File: src/nes_audio_settings.svh
`ifndef NES_AUDIO_SETTINGS_SVH
`define NES_AUDIO_SETTINGS_SVH

// Work RAM is 2 kB, mirrored through $0000 to $1FFF
`define RAM_SIZE_LOG2 11

// Channel registers at $4010 to $4015
`define REG_BASE 16'h4010

// Computed startup ROM from here to the top of the map
`define ROM_BASE 16'h8000

// Sample start address origin for $4012
`define SAMPLE_BASE 16'hC000

// Sample buffer between fetcher and output unit
`define DMC_FIFO_DEPTH 4

// Cycles per rate step, scaled by (rate + 1)
`define DMC_RATE_UNIT 8

`endif

File: src/nes_audio_pkg.sv
package nes_audio_pkg;

// Bus widths
typedef logic [15:0] bus_addr_t;
typedef logic [7:0] bus_data_t;

// One system bus request, held by the requester until its rdy
typedef struct packed {
	bus_addr_t addr;
	logic we;
	bus_data_t wdata;
} bus_req_t;

// Register strobe from the decoder to the channel
typedef struct packed {
	logic wr;
	logic rd;
	logic [2:0] idx;
	bus_data_t wdata;
} reg_access_t;

// Delta channel quantities
typedef logic [6:0] audio_level_t;
typedef logic [3:0] dmc_rate_t;
typedef logic [11:0] dmc_len_t;

// Sample fetcher states
typedef enum logic [1:0] {
	IDLE,
	REQUEST,
	WRITE_BACK
} fetch_state_t;

endpackage

File: src/dmc_fetcher.sv
`timescale 1ns/1ps
`include "nes_audio_settings.svh"

module dmc_fetcher (
	input logic sys,
	input logic reset,
	input nes_audio_pkg::reg_access_t reg_acc,
	output nes_audio_pkg::bus_data_t reg_rdata,
	output logic bus_req,
	output nes_audio_pkg::bus_req_t bus,
	input logic bus_rdy,
	input nes_audio_pkg::bus_data_t rdata,
	input logic fifo_full,
	output logic push,
	output nes_audio_pkg::bus_data_t push_data,
	output nes_audio_pkg::dmc_rate_t rate,
	output logic load,
	output nes_audio_pkg::audio_level_t load_level,
	output logic irq
);

nes_audio_pkg::fetch_state_t state;
logic irq_en, loop;
// Set when $4015 is written as a fetch starts
logic drop;
logic [7:0] addr_reg, len_reg;
nes_audio_pkg::bus_addr_t cur_addr, fetch_addr, start_addr, next_addr;
nes_audio_pkg::dmc_len_t bytes_left, start_len;
nes_audio_pkg::bus_data_t sample_q;
logic wr_ctrl, wr_addr, wr_len, wr_status;

assign wr_ctrl = reg_acc.wr && reg_acc.idx == 3'd0;
assign load = reg_acc.wr && reg_acc.idx == 3'd1;
assign wr_addr = reg_acc.wr && reg_acc.idx == 3'd2;
assign wr_len = reg_acc.wr && reg_acc.idx == 3'd3;
assign wr_status = reg_acc.wr && reg_acc.idx == 3'd5;
assign load_level = reg_acc.wdata[6:0];

// Status read, only $4015 answers
assign reg_rdata = (reg_acc.rd && reg_acc.idx == 3'd5) ?
	{irq, 2'b00, bytes_left != '0, 4'h0} : 8'h00;

assign start_addr = `SAMPLE_BASE + {2'b00, addr_reg, 6'b000000};
assign start_len = {len_reg, 4'h0} + 12'd1;
// Address wraps from the top of the map back into ROM
assign next_addr = (cur_addr == 16'hFFFF) ? `ROM_BASE : cur_addr + 16'd1;

assign bus_req = state == nes_audio_pkg::REQUEST;
assign bus.addr = fetch_addr;
assign bus.we = 1'b0;
assign bus.wdata = 8'h00;

assign push = state == nes_audio_pkg::WRITE_BACK && !drop;
assign push_data = sample_q;

always_ff @(posedge sys) begin
	if (state == nes_audio_pkg::IDLE) begin
		fetch_addr <= cur_addr;
	end
	if (state == nes_audio_pkg::REQUEST && bus_rdy) begin
		sample_q <= rdata;
	end
end

always_ff @(posedge sys) begin
	if (reset) begin
		state <= nes_audio_pkg::IDLE;
		irq_en <= 1'b0;
		loop <= 1'b0;
		rate <= '0;
		addr_reg <= 8'h00;
		len_reg <= 8'h00;
		cur_addr <= `SAMPLE_BASE;
		bytes_left <= '0;
		irq <= 1'b0;
		drop <= 1'b0;
	end else begin
		case (state)
		nes_audio_pkg::IDLE: begin
			drop <= 1'b0;
			if (bytes_left != '0 && !fifo_full) begin
				state <= nes_audio_pkg::REQUEST;
			end
		end
		nes_audio_pkg::REQUEST: begin
			if (bus_rdy) begin
				state <= nes_audio_pkg::WRITE_BACK;
			end
		end
		nes_audio_pkg::WRITE_BACK: begin
			state <= nes_audio_pkg::IDLE;
			if (!drop) begin
				if (bytes_left == 12'd1) begin
					// Last byte of the sample
					if (loop) begin
						cur_addr <= start_addr;
						bytes_left <= start_len;
					end else begin
						bytes_left <= '0;
						if (irq_en) begin
							irq <= 1'b1;
						end
					end
				end else begin
					cur_addr <= next_addr;
					bytes_left <= bytes_left - 12'd1;
				end
			end
		end
		default: state <= nes_audio_pkg::IDLE;
		endcase

		// CPU writes take priority over the fetch update
		if (wr_ctrl) begin
			irq_en <= reg_acc.wdata[7];
			loop <= reg_acc.wdata[6];
			rate <= reg_acc.wdata[3:0];
			if (!reg_acc.wdata[7]) begin
				irq <= 1'b0;
			end
		end
		if (wr_addr) begin
			addr_reg <= reg_acc.wdata;
		end
		if (wr_len) begin
			len_reg <= reg_acc.wdata;
		end
		if (wr_status) begin
			irq <= 1'b0;
			drop <= state == nes_audio_pkg::IDLE && bytes_left != '0 && !fifo_full;
			if (reg_acc.wdata[4]) begin
				cur_addr <= start_addr;
				bytes_left <= start_len;
			end else begin
				bytes_left <= '0;
			end
		end
	end
end

endmodule

File: config.mk
export PLATFORM = sky130hd
export DESIGN_NAME = dmc_fetcher
export DESIGN_NICKNAME = d
export VERILOG_FILES = /design/src/nes_audio_pkg.sv /design/src/dmc_fetcher.sv
export VERILOG_INCLUDE_DIRS = /design/src
export SDC_FILE = /design/constraint.sdc
export NUM_CORES = 1
export LEC_CHECK = 0
export BUFFER_PORTS_ARGS = -buffer_cell sky130_fd_sc_hd__buf_2
export CORE_MARGIN = 2
export CORE_UTILIZATION = 25
export CTS_CLUSTER_SIZE = 25
export DETAILED_ROUTE_END_ITERATION = 7
export SKIP_CTS_REPAIR_TIMING = 1
export SLEW_MARGIN = 20
export SYNTH_ARGS = -nofsm -noshare
export SYNTH_HDL_FRONTEND = slang
export SYNTH_SLANG_ARGS = --single-unit
File: constraint.sdc
create_clock -name sys -period 2.38 [get_ports sys]
set_input_delay 0.714 -clock sys [delete_from_list [all_inputs] [get_ports sys]]
set_output_delay 0.714 -clock sys [all_outputs]
set_load 0.02 [all_outputs]
==> impl_metrics.prom, run 1 <==
# TYPE chip_impl_metric gauge
chip_impl_metric{name="buffer_ports.inserted",unit=""} 65
chip_impl_info{name="crit_end",value="push"} 1
chip_impl_metric{name="grt_first_pass_wirelength",unit="µm"} 15100
chip_impl_metric{name="clockBufferDepth",unit=""} 2
chip_impl_metric{name="number_of_enable_type_register_cells_in_the_synthesized_netlist",unit=""} 24
chip_impl_metric{name="reg2reg_depth",unit=""} 7
chip_impl_info{name="setup.worst_path.class",value="flip-flop to output pin"} 1
chip_impl_info{name="top_regs",value="cur_addr: 16 flops, fetch_addr: 16 flops, bytes_left: 12 flops"} 1
chip_impl_metric{name="ir_drop",unit="mV"} 0.396
chip_impl_info{name="rsz0062_at_grt",value="no"} 1
chip_impl_metric{name="cellLeakagePower",unit="µW"} 0.00177
chip_impl_metric{name="ys_ff_latch",unit=""} 78
chip_impl_metric{name="power.internal",unit="µW"} 2620
chip_impl_info{name="yosys-top-cells-area",value="sky130_fd_sc_hd__dfxtp_1 (30%), sky130_fd_sc_hd__edfxtp_1 (20%), sky130_fd_sc_hd__nand2_1 (5.1%)"} 1
chip_impl_metric{name="report.final.slew_viol_count",unit=""} 0
chip_impl_metric{name="pwr-share-comb",unit=""} 0.134
chip_impl_metric{name="clk_pin_slew_worst_paths",unit="ns"} 0.06
chip_impl_metric{name="pin_count_of_the_biggest_net_entering_global_routing",unit=""} 26
chip_impl_metric{name="finalNetCount",unit=""} 504
chip_impl_metric{name="worstPathRequired",unit="ns"} 1.67
chip_impl_metric{name="syn-cell-area",unit="mm²"} 0.00365
chip_impl_metric{name="layout-drive-gt1-share",unit=""} 0.240
chip_impl_metric{name="pwr-share-clk",unit=""} 0.436
chip_impl_metric{name="critical_path_arrival",unit="ns"} 1.59
chip_impl_metric{name="worst_skew_pair.late_latency",unit="ns"} 0.34
chip_impl_metric{name="synth-seq-area-share",unit=""} 0.493
chip_impl_metric{name="setup_viol_count_final",unit=""} 0
chip_impl_metric{name="post_drt_via_cell_ratio",unit=""} 4.79
chip_impl_metric{name="layout_setup_ws",unit="ns"} 0.0742
chip_impl_metric{name="slew_headroom",unit=""} 0.625
chip_impl_metric{name="place_hpwl",unit="µm"} 6980
chip_impl_info{name="setup.worst_path.start_class",value="flip-flop"} 1
chip_impl_metric{name="cts_inserted_buffers",unit=""} 9
chip_impl_metric{name="max-cap-violations",unit=""} 0
chip_impl_metric{name="wl_per_cell",unit="µm"} 14.0
chip_impl_metric{name="globalRouteTotalUtil",unit=""} 0.120
chip_impl_metric{name="filler_cell_count",unit=""} 1524
chip_impl_info{name="regToRegStartpoint",value="cur_addr[0]"} 1
chip_impl_metric{name="effective_utilization_at_floorplan",unit=""} 0.253
chip_impl_metric{name="ys.warnings.count",unit=""} 0
chip_impl_metric{name="sequentialPowerShare",unit=""} 0.430
chip_impl_metric{name="timing.setup.tns",unit="ns"} 0
chip_impl_metric{name="num_vias",unit=""} 3180
chip_impl_metric{name="totalWireLength",unit="µm"} 9270
chip_impl_metric{name="netlist-cell-type-count",unit=""} 62
chip_impl_metric{name="dieWidth",unit="µm"} 125
chip_impl_metric{name="timing.critical_path.fanout_max",unit=""} 12
chip_impl_info{name="worstHoldStart",value="len_reg[6]"} 1
chip_impl_metric{name="switch_share",unit=""} 0.245
chip_impl_info{name="crit_chain",value="or3b_1 -> inv_2 -> buf_4 -> buf_2"} 1
chip_impl_metric{name="timing_worst_slew_pin_value",unit="ns"} 0.557
chip_impl_metric{name="die_area",unit="mm²"} 0.0156
chip_impl_metric{name="synthCells",unit=""} 401
chip_impl_metric{name="timing.clock.skew",unit="ns"} 0.00732
chip_impl_metric{name="antenna_violating_nets_post_route",unit=""} 0
chip_impl_info{name="tritoncts_clock_tree",value="done"} 1
chip_impl_metric{name="max_clock_freq",unit="GHz"} 0.434
chip_impl_info{name="most_common_cell_after_layout_fill_and_taps_aside",value="sky130_fd_sc_hd__buf_2"} 1
chip_impl_metric{name="first_global_vias",unit=""} 3012
chip_impl_info{name="cp-startpoint",value="state[1]"} 1
chip_impl_metric{name="cts_htree_levels",unit=""} 3
chip_impl_metric{name="die_y",unit="µm"} 125
chip_impl_metric{name="initial_drt_markers",unit=""} 189
chip_impl_metric{name="post-layout-total-power",unit="µW"} 3470
chip_impl_metric{name="r2r_slack",unit="ns"} 0.20
chip_impl_metric{name="final-hold-violation-count",unit=""} 0
chip_impl_info{name="r2r-end",value="cur_addr[13]"} 1
chip_impl_info{name="cts-root-buf",value="sky130_fd_sc_hd__clkbuf_16"} 1
chip_impl_info{name="timing.critical_path.to_type",value="output pin"} 1
chip_impl_info{name="synth_top_area_cell",value="sky130_fd_sc_hd__dfxtp_1"} 1
chip_impl_info{name="synth_ff_type",value="sky130_fd_sc_hd__dfxtp_1"} 1
chip_impl_metric{name="yosys.area.top_type_share",unit=""} 0.296
chip_impl_metric{name="postSynth.asyncResetShare",unit=""} 0
chip_impl_info{name="run_status",value="completed"} 1
chip_impl_metric{name="drt_pre_antenna_iters",unit=""} 5
chip_impl_metric{name="switchingPower",unit="µW"} 850
chip_impl_metric{name="routabilityCongestion",unit=""} 0.849
chip_impl_metric{name="power_density",unit="mW/mm²"} 766
chip_impl_metric{name="diodes",unit=""} 0
chip_impl_metric{name="globalRouteOverflowTotal",unit=""} 0
chip_impl_metric{name="final.hold.worst_slack",unit="ns"} 0.456
chip_impl_metric{name="top_level_ports",unit=""} 81
chip_impl_metric{name="period_minus_slack",unit="ns"} 2.31
chip_impl_metric{name="area_growth",unit="%"} 24.3
chip_impl_metric{name="place_ws",unit="ns"} 0.119
chip_impl_metric{name="clock_sink_count",unit=""} 78
chip_impl_info{name="layout_common_cells",value="sky130_fd_sc_hd__buf_2 (65), sky130_fd_sc_hd__dfxtp_1 (54), sky130_fd_sc_hd__nand2_1 (50)"} 1
chip_impl_metric{name="core.rowCount",unit=""} 44
chip_impl_metric{name="worst_path_largest_cell_delay",unit="ns"} 0.42
chip_impl_info{name="min-delay-path-class",value="flip-flop to flip-flop"} 1
chip_impl_metric{name="remaining_drc_errors",unit=""} 0
chip_impl_metric{name="period_share",unit=""} 0.969
chip_impl_info{name="crit_path_top_delay_cell",value="sky130_fd_sc_hd__or3b_1"} 1
chip_impl_metric{name="core",unit="mm²"} 0.0144
chip_impl_metric{name="syn_area_per_cell",unit="µm²"} 9.11
chip_impl_metric{name="antenna_found_initial",unit=""} 0
## critical path, delay by kind of cell (launching register included)
family | cells | cell delay [ns]
buffers and inverters | 3 | 0.46
and+or+nand+nor | 1 | 0.42
DFF | 1 | 0.37
## metal layers
layer / global-route usage / up-vias / part of all wire
met1: 0.154 / 1492 / 0.46
met3: 0.0408 / 12 / 0.069
met5: 0 / - / 0
li1: - / 1556 / -
met4: 0.0346 / 0 / 0.010
met2: 0.194 / 120 / 0.46
## stage by stage
step / instances / cell area, µm² / util
2_1_floorplan: 415 / 3700 / -
3_3_place_gp: 648 / 4200 / 0.291
3_5_place_dp: 648 / 4200 / 0.291
4_1_cts: 664 / 4530 / 0.314
5_1_grt: 664 / 4540 / 0.315
6_report: 664 / 4540 / 0.315
## power by group through the flow
stage | Sequential (µW) | Clock [µW] | Combinational [µW]
5_1_grt | 1510 | 1610 | 507
3_5_place_dp | 1520 | 0 | 466
6_report | 1490 | 1510 | 466
4_1_cts | 1500 | 1550 | 467
2_1_floorplan | 1590 | 0 | 258
3_3_place_gp | 1520 | 0 | 461
## area by class of cell
class | count | area [µm²] | area share
Inverter | 8 | 30.0 | 0.00662
Tap cell | 184 | 230 | 0.0507
Clock inverter | 3 | 63.8 | 0.0141
Sequential cell | 78 | 1800 | 0.397
Timing Repair Buffer | 87 | 490 | 0.108
Clock buffer | 13 | 272 | 0.0598
Multi-Input combinational cell | 291 | 1650 | 0.364
## cells by family (layout without fill, tap and decap cells)
kind of cell	after synthesis	after routing	share of synthesized area
XOR/XNOR	3	3	0.00720
other	1	15	0.00103
adder cells (fa/ha/maj)	4	4	0.0137
AO/OA/AOI/OAI	86	86	0.150
flip-flops	78	78	0.493
AND/OR/NAND/NOR	172	172	0.233
multiplexers	11	11	0.0305
buffers and inverters	46	111	0.0713
## synth_stat cells, types with 6 or more instances
| cell type | instances |
|---|---|
| sky130_fd_sc_hd__a21oi_1 | 36 |
| sky130_fd_sc_hd__buf_4 | 22 |
| sky130_fd_sc_hd__clkbuf_1 | 10 |
| sky130_fd_sc_hd__dfxtp_1 | 54 |
| sky130_fd_sc_hd__edfxtp_1 | 24 |
| sky130_fd_sc_hd__inv_1 | 7 |
| sky130_fd_sc_hd__mux2i_1 | 10 |
| sky130_fd_sc_hd__nand2_1 | 50 |
| sky130_fd_sc_hd__nand3_1 | 15 |
| sky130_fd_sc_hd__nor2_1 | 39 |
| sky130_fd_sc_hd__nor3_1 | 17 |
| sky130_fd_sc_hd__o21ai_0 | 11 |
| sky130_fd_sc_hd__or3_1 | 6 |
## worst min path at each step
stage | slack (ns) | end | cells past startpoint
4_1_cts | 0.46 | bytes_left[10] | 1
3_3_place_gp | 0.45 | len_reg[4] | 2
6_report | 0.46 | bytes_left[10] | 1
2_1_floorplan | 0.40 | fetch_addr[5] | 0
5_1_grt | 0.49 | len_reg[0] | 2
3_5_place_dp | 0.45 | bytes_left[10] | 1
Note: power is estimated with default switching activity, not from simulation.
==> run 2: changes to the inputs <==
Settings changed: BUFFER_PORTS_ARGS -buffer_cell sky130_fd_sc_hd__buf_2 to not set, DONT_BUFFER_PORTS set to 1.
==> impl_metrics.prom, run 2 (synthesized netlist as in run 1, its figures left out) <==
# TYPE chip_impl_metric gauge
chip_impl_info{name="run_status",value="completed"} 1
chip_impl_metric{name="r2r_slack",unit="ns"} 0.11
chip_impl_info{name="top_regs",value="cur_addr: 16 flops, fetch_addr: 16 flops, bytes_left: 12 flops"} 1
chip_impl_metric{name="ir_drop",unit="mV"} 0.378
chip_impl_metric{name="placedCellCount",unit=""} 573
chip_impl_metric{name="grt_first_pass_wirelength",unit="µm"} 14600
chip_impl_info{name="rsz0062_at_grt",value="no"} 1
chip_impl_metric{name="remaining_drc_errors",unit=""} 0
chip_impl_metric{name="initial_drt_markers",unit=""} 209
chip_impl_metric{name="period_minus_slack",unit="ns"} 2.27
chip_impl_metric{name="route.layer.met1.wl",unit="µm"} 3950
chip_impl_metric{name="cts_htree_levels",unit=""} 3
chip_impl_metric{name="max-cap-violations",unit=""} 0
chip_impl_info{name="crit_path_top_delay_cell",value="sky130_fd_sc_hd__or4_4"} 1
chip_impl_metric{name="final-hold-violation-count",unit=""} 0
chip_impl_metric{name="met2RoutedLength",unit="µm"} 4250
chip_impl_metric{name="stdcell_area",unit="mm²"} 0.00407
chip_impl_info{name="layout_common_cells",value="sky130_fd_sc_hd__dfxtp_1 (54), sky130_fd_sc_hd__nand2_1 (50), sky130_fd_sc_hd__nor2_1 (39)"} 1
chip_impl_metric{name="dieWidth",unit="µm"} 125
chip_impl_info{name="setup.worst_path.class",value="flip-flop to flip-flop"} 1
chip_impl_metric{name="clock_sink_count",unit=""} 78
chip_impl_info{name="cts-root-buf",value="sky130_fd_sc_hd__clkbuf_16"} 1
chip_impl_metric{name="worstPathRequired",unit="ns"} 2.60
chip_impl_metric{name="clk_pin_slew_worst_paths",unit="ns"} 0.06
chip_impl_metric{name="post_drt_via_cell_ratio",unit=""} 4.97
chip_impl_metric{name="timing.clock.skew",unit="ns"} 0.00587
chip_impl_metric{name="top_level_ports",unit=""} 81
chip_impl_info{name="r2r-end",value="cur_addr[11]"} 1
chip_impl_info{name="critical-path-top-delay-family",value="simple AND/OR/NAND/NOR gates"} 1
chip_impl_info{name="timing.critical_path.to_type",value="flip-flop"} 1
chip_impl_metric{name="clockBufferDepth",unit=""} 2
chip_impl_metric{name="wl_per_cell",unit="µm"} 15.5
chip_impl_metric{name="cts_inserted_buffers",unit=""} 9
chip_impl_info{name="top_signal_layer_used",value="met4"} 1
chip_impl_metric{name="filler_cell_count",unit=""} 1549
chip_impl_metric{name="antenna_violating_nets_post_route",unit=""} 0
chip_impl_metric{name="power_density",unit="mW/mm²"} 757
chip_impl_metric{name="antenna_found_initial",unit=""} 1
chip_impl_metric{name="effective_utilization_at_floorplan",unit=""} 0.253
chip_impl_metric{name="die_area",unit="mm²"} 0.0156
chip_impl_info{name="whs_endpoint",value="len_reg[6]"} 1
chip_impl_metric{name="critical_path_arrival",unit="ns"} 2.48
chip_impl_metric{name="min_delay_path_depth",unit=""} 2
chip_impl_info{name="crit_chain",value="ha_1 -> nand4_2 -> or4_4 -> nand3_1 -> a21oi_1 -> a221oi_1 -> nor3_1"} 1
chip_impl_metric{name="report.final.slew_viol_count",unit=""} 0
chip_impl_info{name="min-delay-path-class",value="flip-flop to flip-flop"} 1
chip_impl_metric{name="totalWireLength",unit="µm"} 9150
chip_impl_metric{name="max_clock_freq",unit="GHz"} 0.441
chip_impl_info{name="tritoncts_clock_tree",value="done"} 1
chip_impl_metric{name="reg2reg_depth",unit=""} 7
chip_impl_metric{name="core.rowCount",unit=""} 44
chip_impl_metric{name="buffer_ports.inserted",unit=""} 0
chip_impl_metric{name="layout-drive-gt1-share",unit=""} 0.0988
chip_impl_info{name="most_common_cell_after_layout_fill_and_taps_aside",value="sky130_fd_sc_hd__dfxtp_1"} 1
chip_impl_metric{name="area_growth",unit="%"} 11.5
chip_impl_metric{name="routed-wl-met3",unit="µm"} 785
chip_impl_metric{name="routabilityCongestion",unit=""} 0.834
chip_impl_metric{name="num_vias",unit=""} 2931
chip_impl_metric{name="period_share",unit=""} 0.952
chip_impl_info{name="worstHoldStart",value="len_reg[6]"} 1
chip_impl_metric{name="worstPathBufferInverterCount",unit=""} 0
chip_impl_metric{name="pin_count_of_the_biggest_net_entering_global_routing",unit=""} 43
chip_impl_metric{name="globalRouteOverflowTotal",unit=""} 0
chip_impl_metric{name="timing.setup.tns",unit="ns"} 0
chip_impl_info{name="setup.worst_path.start_class",value="flip-flop"} 1
chip_impl_metric{name="die_y",unit="µm"} 125
chip_impl_metric{name="drt_pre_antenna_iters",unit=""} 5
chip_impl_metric{name="first_global_vias",unit=""} 2783
chip_impl_metric{name="finalNetCount",unit=""} 429
chip_impl_metric{name="slew_headroom",unit=""} 0.590
chip_impl_metric{name="cellLeakagePower",unit="µW"} 0.00141
chip_impl_metric{name="setup_viol_count_final",unit=""} 0
chip_impl_metric{name="post_dp_cell_area",unit="mm²"} 0.00379
chip_impl_metric{name="fin_cells",unit=""} 590
chip_impl_metric{name="worst_path_largest_cell_delay",unit="ns"} 0.61
chip_impl_metric{name="place_hpwl",unit="µm"} 6850
chip_impl_metric{name="globalRouteTotalUtil",unit=""} 0.117
chip_impl_metric{name="core",unit="mm²"} 0.0144
chip_impl_info{name="regToRegStartpoint",value="cur_addr[0]"} 1
chip_impl_metric{name="worst_skew_pair.late_latency",unit="ns"} 0.33
chip_impl_metric{name="timing_worst_slew_pin_value",unit="ns"} 0.612
chip_impl_metric{name="timing.critical_path.fanout_max",unit=""} 9
run 2: cell types whose count changed in the layout (fill, tap and decap cells not counted), moves of 2 or more:
cell / delta
sky130_fd_sc_hd__clkinv_4: +3
sky130_fd_sc_hd__bufinv_16: -2
sky130_fd_sc_hd__buf_4: -10
sky130_fd_sc_hd__buf_2: -65
sky130_fd_sc_hd__clkinv_2: +2
run 2: layout make-up:
cell class | count | area (µm²) | share of cell area
diodes | 1 | 2.50 | 0.000615
clock buffers | 11 | 233 | 0.0572
clock inverters | 5 | 36.3 | 0.00891
inverters | 8 | 30.0 | 0.00738
multi-input cells | 291 | 1650 | 0.405
flip-flops and latches | 78 | 1800 | 0.443
well taps | 184 | 230 | 0.0565
repair buffers | 12 | 90.1 | 0.0221
run 2: worst max path at each step:
stage / from / endpoint / slack [ns] / depth (start not counted)
floorplan: reg_acc[8] / reg_rdata[4] / 0.27 / 3
global placement: reg_acc[8] / reg_rdata[4] / 0.18 / 4
detailed placement: reg_acc[8] / reg_rdata[4] / 0.15 / 4
CTS: bytes_left[2] / reg_rdata[4] / 0.1 / 4
global route: cur_addr[0] / cur_addr[13] / 0.0002 / 7
finish: cur_addr[0] / cur_addr[11] / 0.11 / 7
run 2: power by group:
part / switching [µW] / internal [µW]
clock network: 514 / 707
registers: 118 / 1460
logic: 179 / 99.5
total: 811 / 2270
run 2: through the flow:
stage / utilization / worst slack (ns) / hold slack, ns / total power [µW]
after CTS: 0.282 / 0.0985 / 0.444 / 3110
after floorplan: - / 0.273 / 0.403 / 1850
after detailed placement: 0.263 / 0.147 / 0.447 / 1890
after global routing: 0.282 / 0.000214 / 0.439 / 3220
final: 0.282 / 0.113 / 0.455 / 3080
after global placement: 0.263 / 0.179 / 0.447 / 1880
run 2: worst register-to-register path, cell delays in order, from the launching register on:
cell and delay, ns:
sky130_fd_sc_hd__dfxtp_1 0.41, sky130_fd_sc_hd__ha_1 0.28, sky130_fd_sc_hd__nand4_2 0.16, sky130_fd_sc_hd__or4_4 0.61, sky130_fd_sc_hd__nand3_1 0.30, sky130_fd_sc_hd__a21oi_1 0.08, sky130_fd_sc_hd__a221oi_1 0.22, sky130_fd_sc_hd__nor3_1 0.09
run 2: metal layers:
layer / track usage / vias to the layer above
met5: 0 / -
met4: 0.0353 / 0
met3: 0.0533 / 18
met2: 0.182 / 140
met1: 0.146 / 1362
li1: - / 1411
==> run 3: changes to the inputs <==
Settings changed: CORE_ASPECT_RATIO set to 2.
==> impl_metrics.prom, run 3 (synthesized netlist as in run 1, its figures left out) <==
# TYPE chip_impl_metric gauge
chip_impl_metric{name="max_clock_freq",unit="GHz"} 0.438
chip_impl_metric{name="timing.critical_path.fanout_max",unit=""} 6
chip_impl_info{name="run_status",value="completed"} 1
chip_impl_info{name="timing.critical_path.to_type",value="output pin"} 1
chip_impl_metric{name="timing.setup.tns",unit="ns"} 0
chip_impl_metric{name="globalRouteTotalUtil",unit=""} 0.121
chip_impl_metric{name="buffer_ports.inserted",unit=""} 0
chip_impl_info{name="setup.worst_path.start_class",value="flip-flop"} 1
chip_impl_metric{name="routabilityCongestion",unit=""} 0.852
chip_impl_metric{name="cts_inserted_buffers",unit=""} 9
chip_impl_metric{name="die_area",unit="mm²"} 0.0157
chip_impl_metric{name="timing.clock.skew",unit="ns"} 0.00449
chip_impl_metric{name="diodes",unit=""} 0
chip_impl_metric{name="totalWireLength",unit="µm"} 9100
chip_impl_metric{name="util_after_layout",unit=""} 0.292
chip_impl_metric{name="max-cap-violations",unit=""} 0
chip_impl_info{name="tritoncts_clock_tree",value="done"} 1
chip_impl_metric{name="final-hold-violation-count",unit=""} 0
chip_impl_metric{name="top_level_ports",unit=""} 81
chip_impl_metric{name="pin_count_of_the_biggest_net_entering_global_routing",unit=""} 43
chip_impl_metric{name="timing_worst_slew_pin_value",unit="ns"} 0.613
chip_impl_info{name="setup.worst_path.class",value="flip-flop to output pin"} 1
chip_impl_metric{name="antenna_found_initial",unit=""} 0
chip_impl_info{name="most_common_cell_after_layout_fill_and_taps_aside",value="sky130_fd_sc_hd__dfxtp_1"} 1
chip_impl_metric{name="power_density",unit="mW/mm²"} 817
chip_impl_metric{name="post_drt_via_cell_ratio",unit=""} 4.90
chip_impl_metric{name="globalRouteOverflowTotal",unit=""} 0
chip_impl_metric{name="core.rowCount",unit=""} 62
chip_impl_metric{name="reg2reg_depth",unit=""} 7
chip_impl_metric{name="num_vias",unit=""} 2942
chip_impl_info{name="min-delay-path-class",value="input pin to flip-flop"} 1
chip_impl_info{name="crit_path_top_delay_cell",value="sky130_fd_sc_hd__or3_1"} 1
chip_impl_metric{name="die_y",unit="µm"} 175
chip_impl_metric{name="finalNetCount",unit=""} 433
chip_impl_metric{name="drt_pre_antenna_iters",unit=""} 4
chip_impl_info{name="rsz0062_at_grt",value="no"} 1
chip_impl_metric{name="area_growth",unit="%"} 14.8
chip_impl_info{name="layout_common_cells",value="sky130_fd_sc_hd__dfxtp_1 (53), sky130_fd_sc_hd__nand2_1 (50), sky130_fd_sc_hd__nor2_1 (38)"} 1
chip_impl_metric{name="worst_skew_pair.late_latency",unit="ns"} 0.34
chip_impl_metric{name="first_global_vias",unit=""} 2985
chip_impl_metric{name="clockBufferDepth",unit=""} 2
chip_impl_metric{name="wl_per_cell",unit="µm"} 15.1
chip_impl_metric{name="antenna_violating_nets_post_route",unit=""} 0
chip_impl_metric{name="effective_utilization_at_floorplan",unit=""} 0.254
chip_impl_metric{name="clk_pin_slew_worst_paths",unit="ns"} 0.06
chip_impl_metric{name="place_hpwl",unit="µm"} 6870
chip_impl_metric{name="final.hold.worst_slack",unit="ns"} 0.441
chip_impl_metric{name="worstPathRequired",unit="ns"} 1.67
chip_impl_metric{name="period_minus_slack",unit="ns"} 2.28
chip_impl_info{name="crit_chain",value="or3_1 -> nor2_2 -> a31oi_1 -> buf_4"} 1
chip_impl_metric{name="slew_headroom",unit=""} 0.589
chip_impl_metric{name="initial_drt_markers",unit=""} 167
chip_impl_metric{name="core",unit="mm²"} 0.0144
chip_impl_metric{name="dieWidth",unit="µm"} 89.5
chip_impl_metric{name="grt_first_pass_wirelength",unit="µm"} 14700
chip_impl_metric{name="clock_sink_count",unit=""} 78
chip_impl_metric{name="worst_path_largest_cell_delay",unit="ns"} 0.45
chip_impl_metric{name="period_share",unit=""} 0.958
chip_impl_metric{name="setup_viol_count_final",unit=""} 0
chip_impl_metric{name="worstPathBufferInverterCount",unit=""} 1
chip_impl_info{name="cts-root-buf",value="sky130_fd_sc_hd__clkbuf_16"} 1
chip_impl_metric{name="critical_path_cell_count",unit=""} 4
chip_impl_info{name="top_regs",value="cur_addr: 16 flops, fetch_addr: 16 flops, bytes_left: 12 flops"} 1
chip_impl_metric{name="layout-drive-gt1-share",unit=""} 0.117
chip_impl_metric{name="ir_drop",unit="mV"} 0.391
chip_impl_info{name="critical-path-top-delay-family",value="simple AND/OR/NAND/NOR gates"} 1
chip_impl_metric{name="remaining_drc_errors",unit=""} 0
chip_impl_metric{name="cts_htree_levels",unit=""} 3
chip_impl_metric{name="cellLeakagePower",unit="µW"} 0.00146
chip_impl_metric{name="report.final.slew_viol_count",unit=""} 0
chip_impl_metric{name="critical_path_arrival",unit="ns"} 1.57
chip_impl_metric{name="min_delay_path_depth",unit=""} 1
[run 3: cell types whose count changed in the layout (fill, tap and decap cells not counted), sizes merged]
cell      previous run  this run
buf                 12        16
clkinv               5         1
bufinv               0         3
clkinvlp             0         2
clkbuf              11        10
diode                1         0
[run 3: layout make-up]
class | count | area [µm²]
clock buffers | 10 | 239
clock inverters | 6 | 109
multi-input cells | 291 | 1650
inverters | 8 | 30.0
repair buffers | 16 | 120
flip-flops and latches | 78 | 1800
well taps | 192 | 240
fillers | 1516 | 10200
[run 3: routing by layer]
layer / wire, µm / global-route usage / share of wire
met2: 4770 / 0.205 / 0.52
met5: 0 / 0 / 0
met4: 203 / 0.0572 / 0.022
met3: 683 / 0.0397 / 0.075
met1: 3450 / 0.132 / 0.38
[run 3: worst paths after layout]
path | slack (ns) | to | from
worst max register to register | 0.21 | cur_addr[13] | cur_addr[1]
worst min register to register | 0.45 | len_reg[4] | len_reg[4]
worst max-delay path | 0.1 | reg_rdata[4] | bytes_left[2]
worst min-delay path | 0.44 | irq_en | reset
[run 3: worst register-to-register path, delay by kind of cell, from the launching register on]
family          cells  cell delay (ns)
fa+ha+maj           1             0.25
simple gates        2             0.77
compound gates      4             0.66
flops               1             0.39
[run 3: where the power goes]
group,switching (µW),total (µW),internal (µW)
Sequential,112,1570,1460
Clock,526,1570,1050
Combinational,177,276,99.3
Total,815,3420,2610
[run 3: stage by stage]
step | cell area (µm²) | instances | setup WS, ns | power, µW
global placement | 3830 | 585 | 0.169 | 1870
global route | 4190 | 601 | 0.0170 | 3570
floorplan | 3700 | 415 | 0.273 | 1850
CTS | 4180 | 601 | 0.0485 | 3460
detailed placement | 3830 | 585 | 0.152 | 1880
finish | 4190 | 601 | 0.0993 | 3420
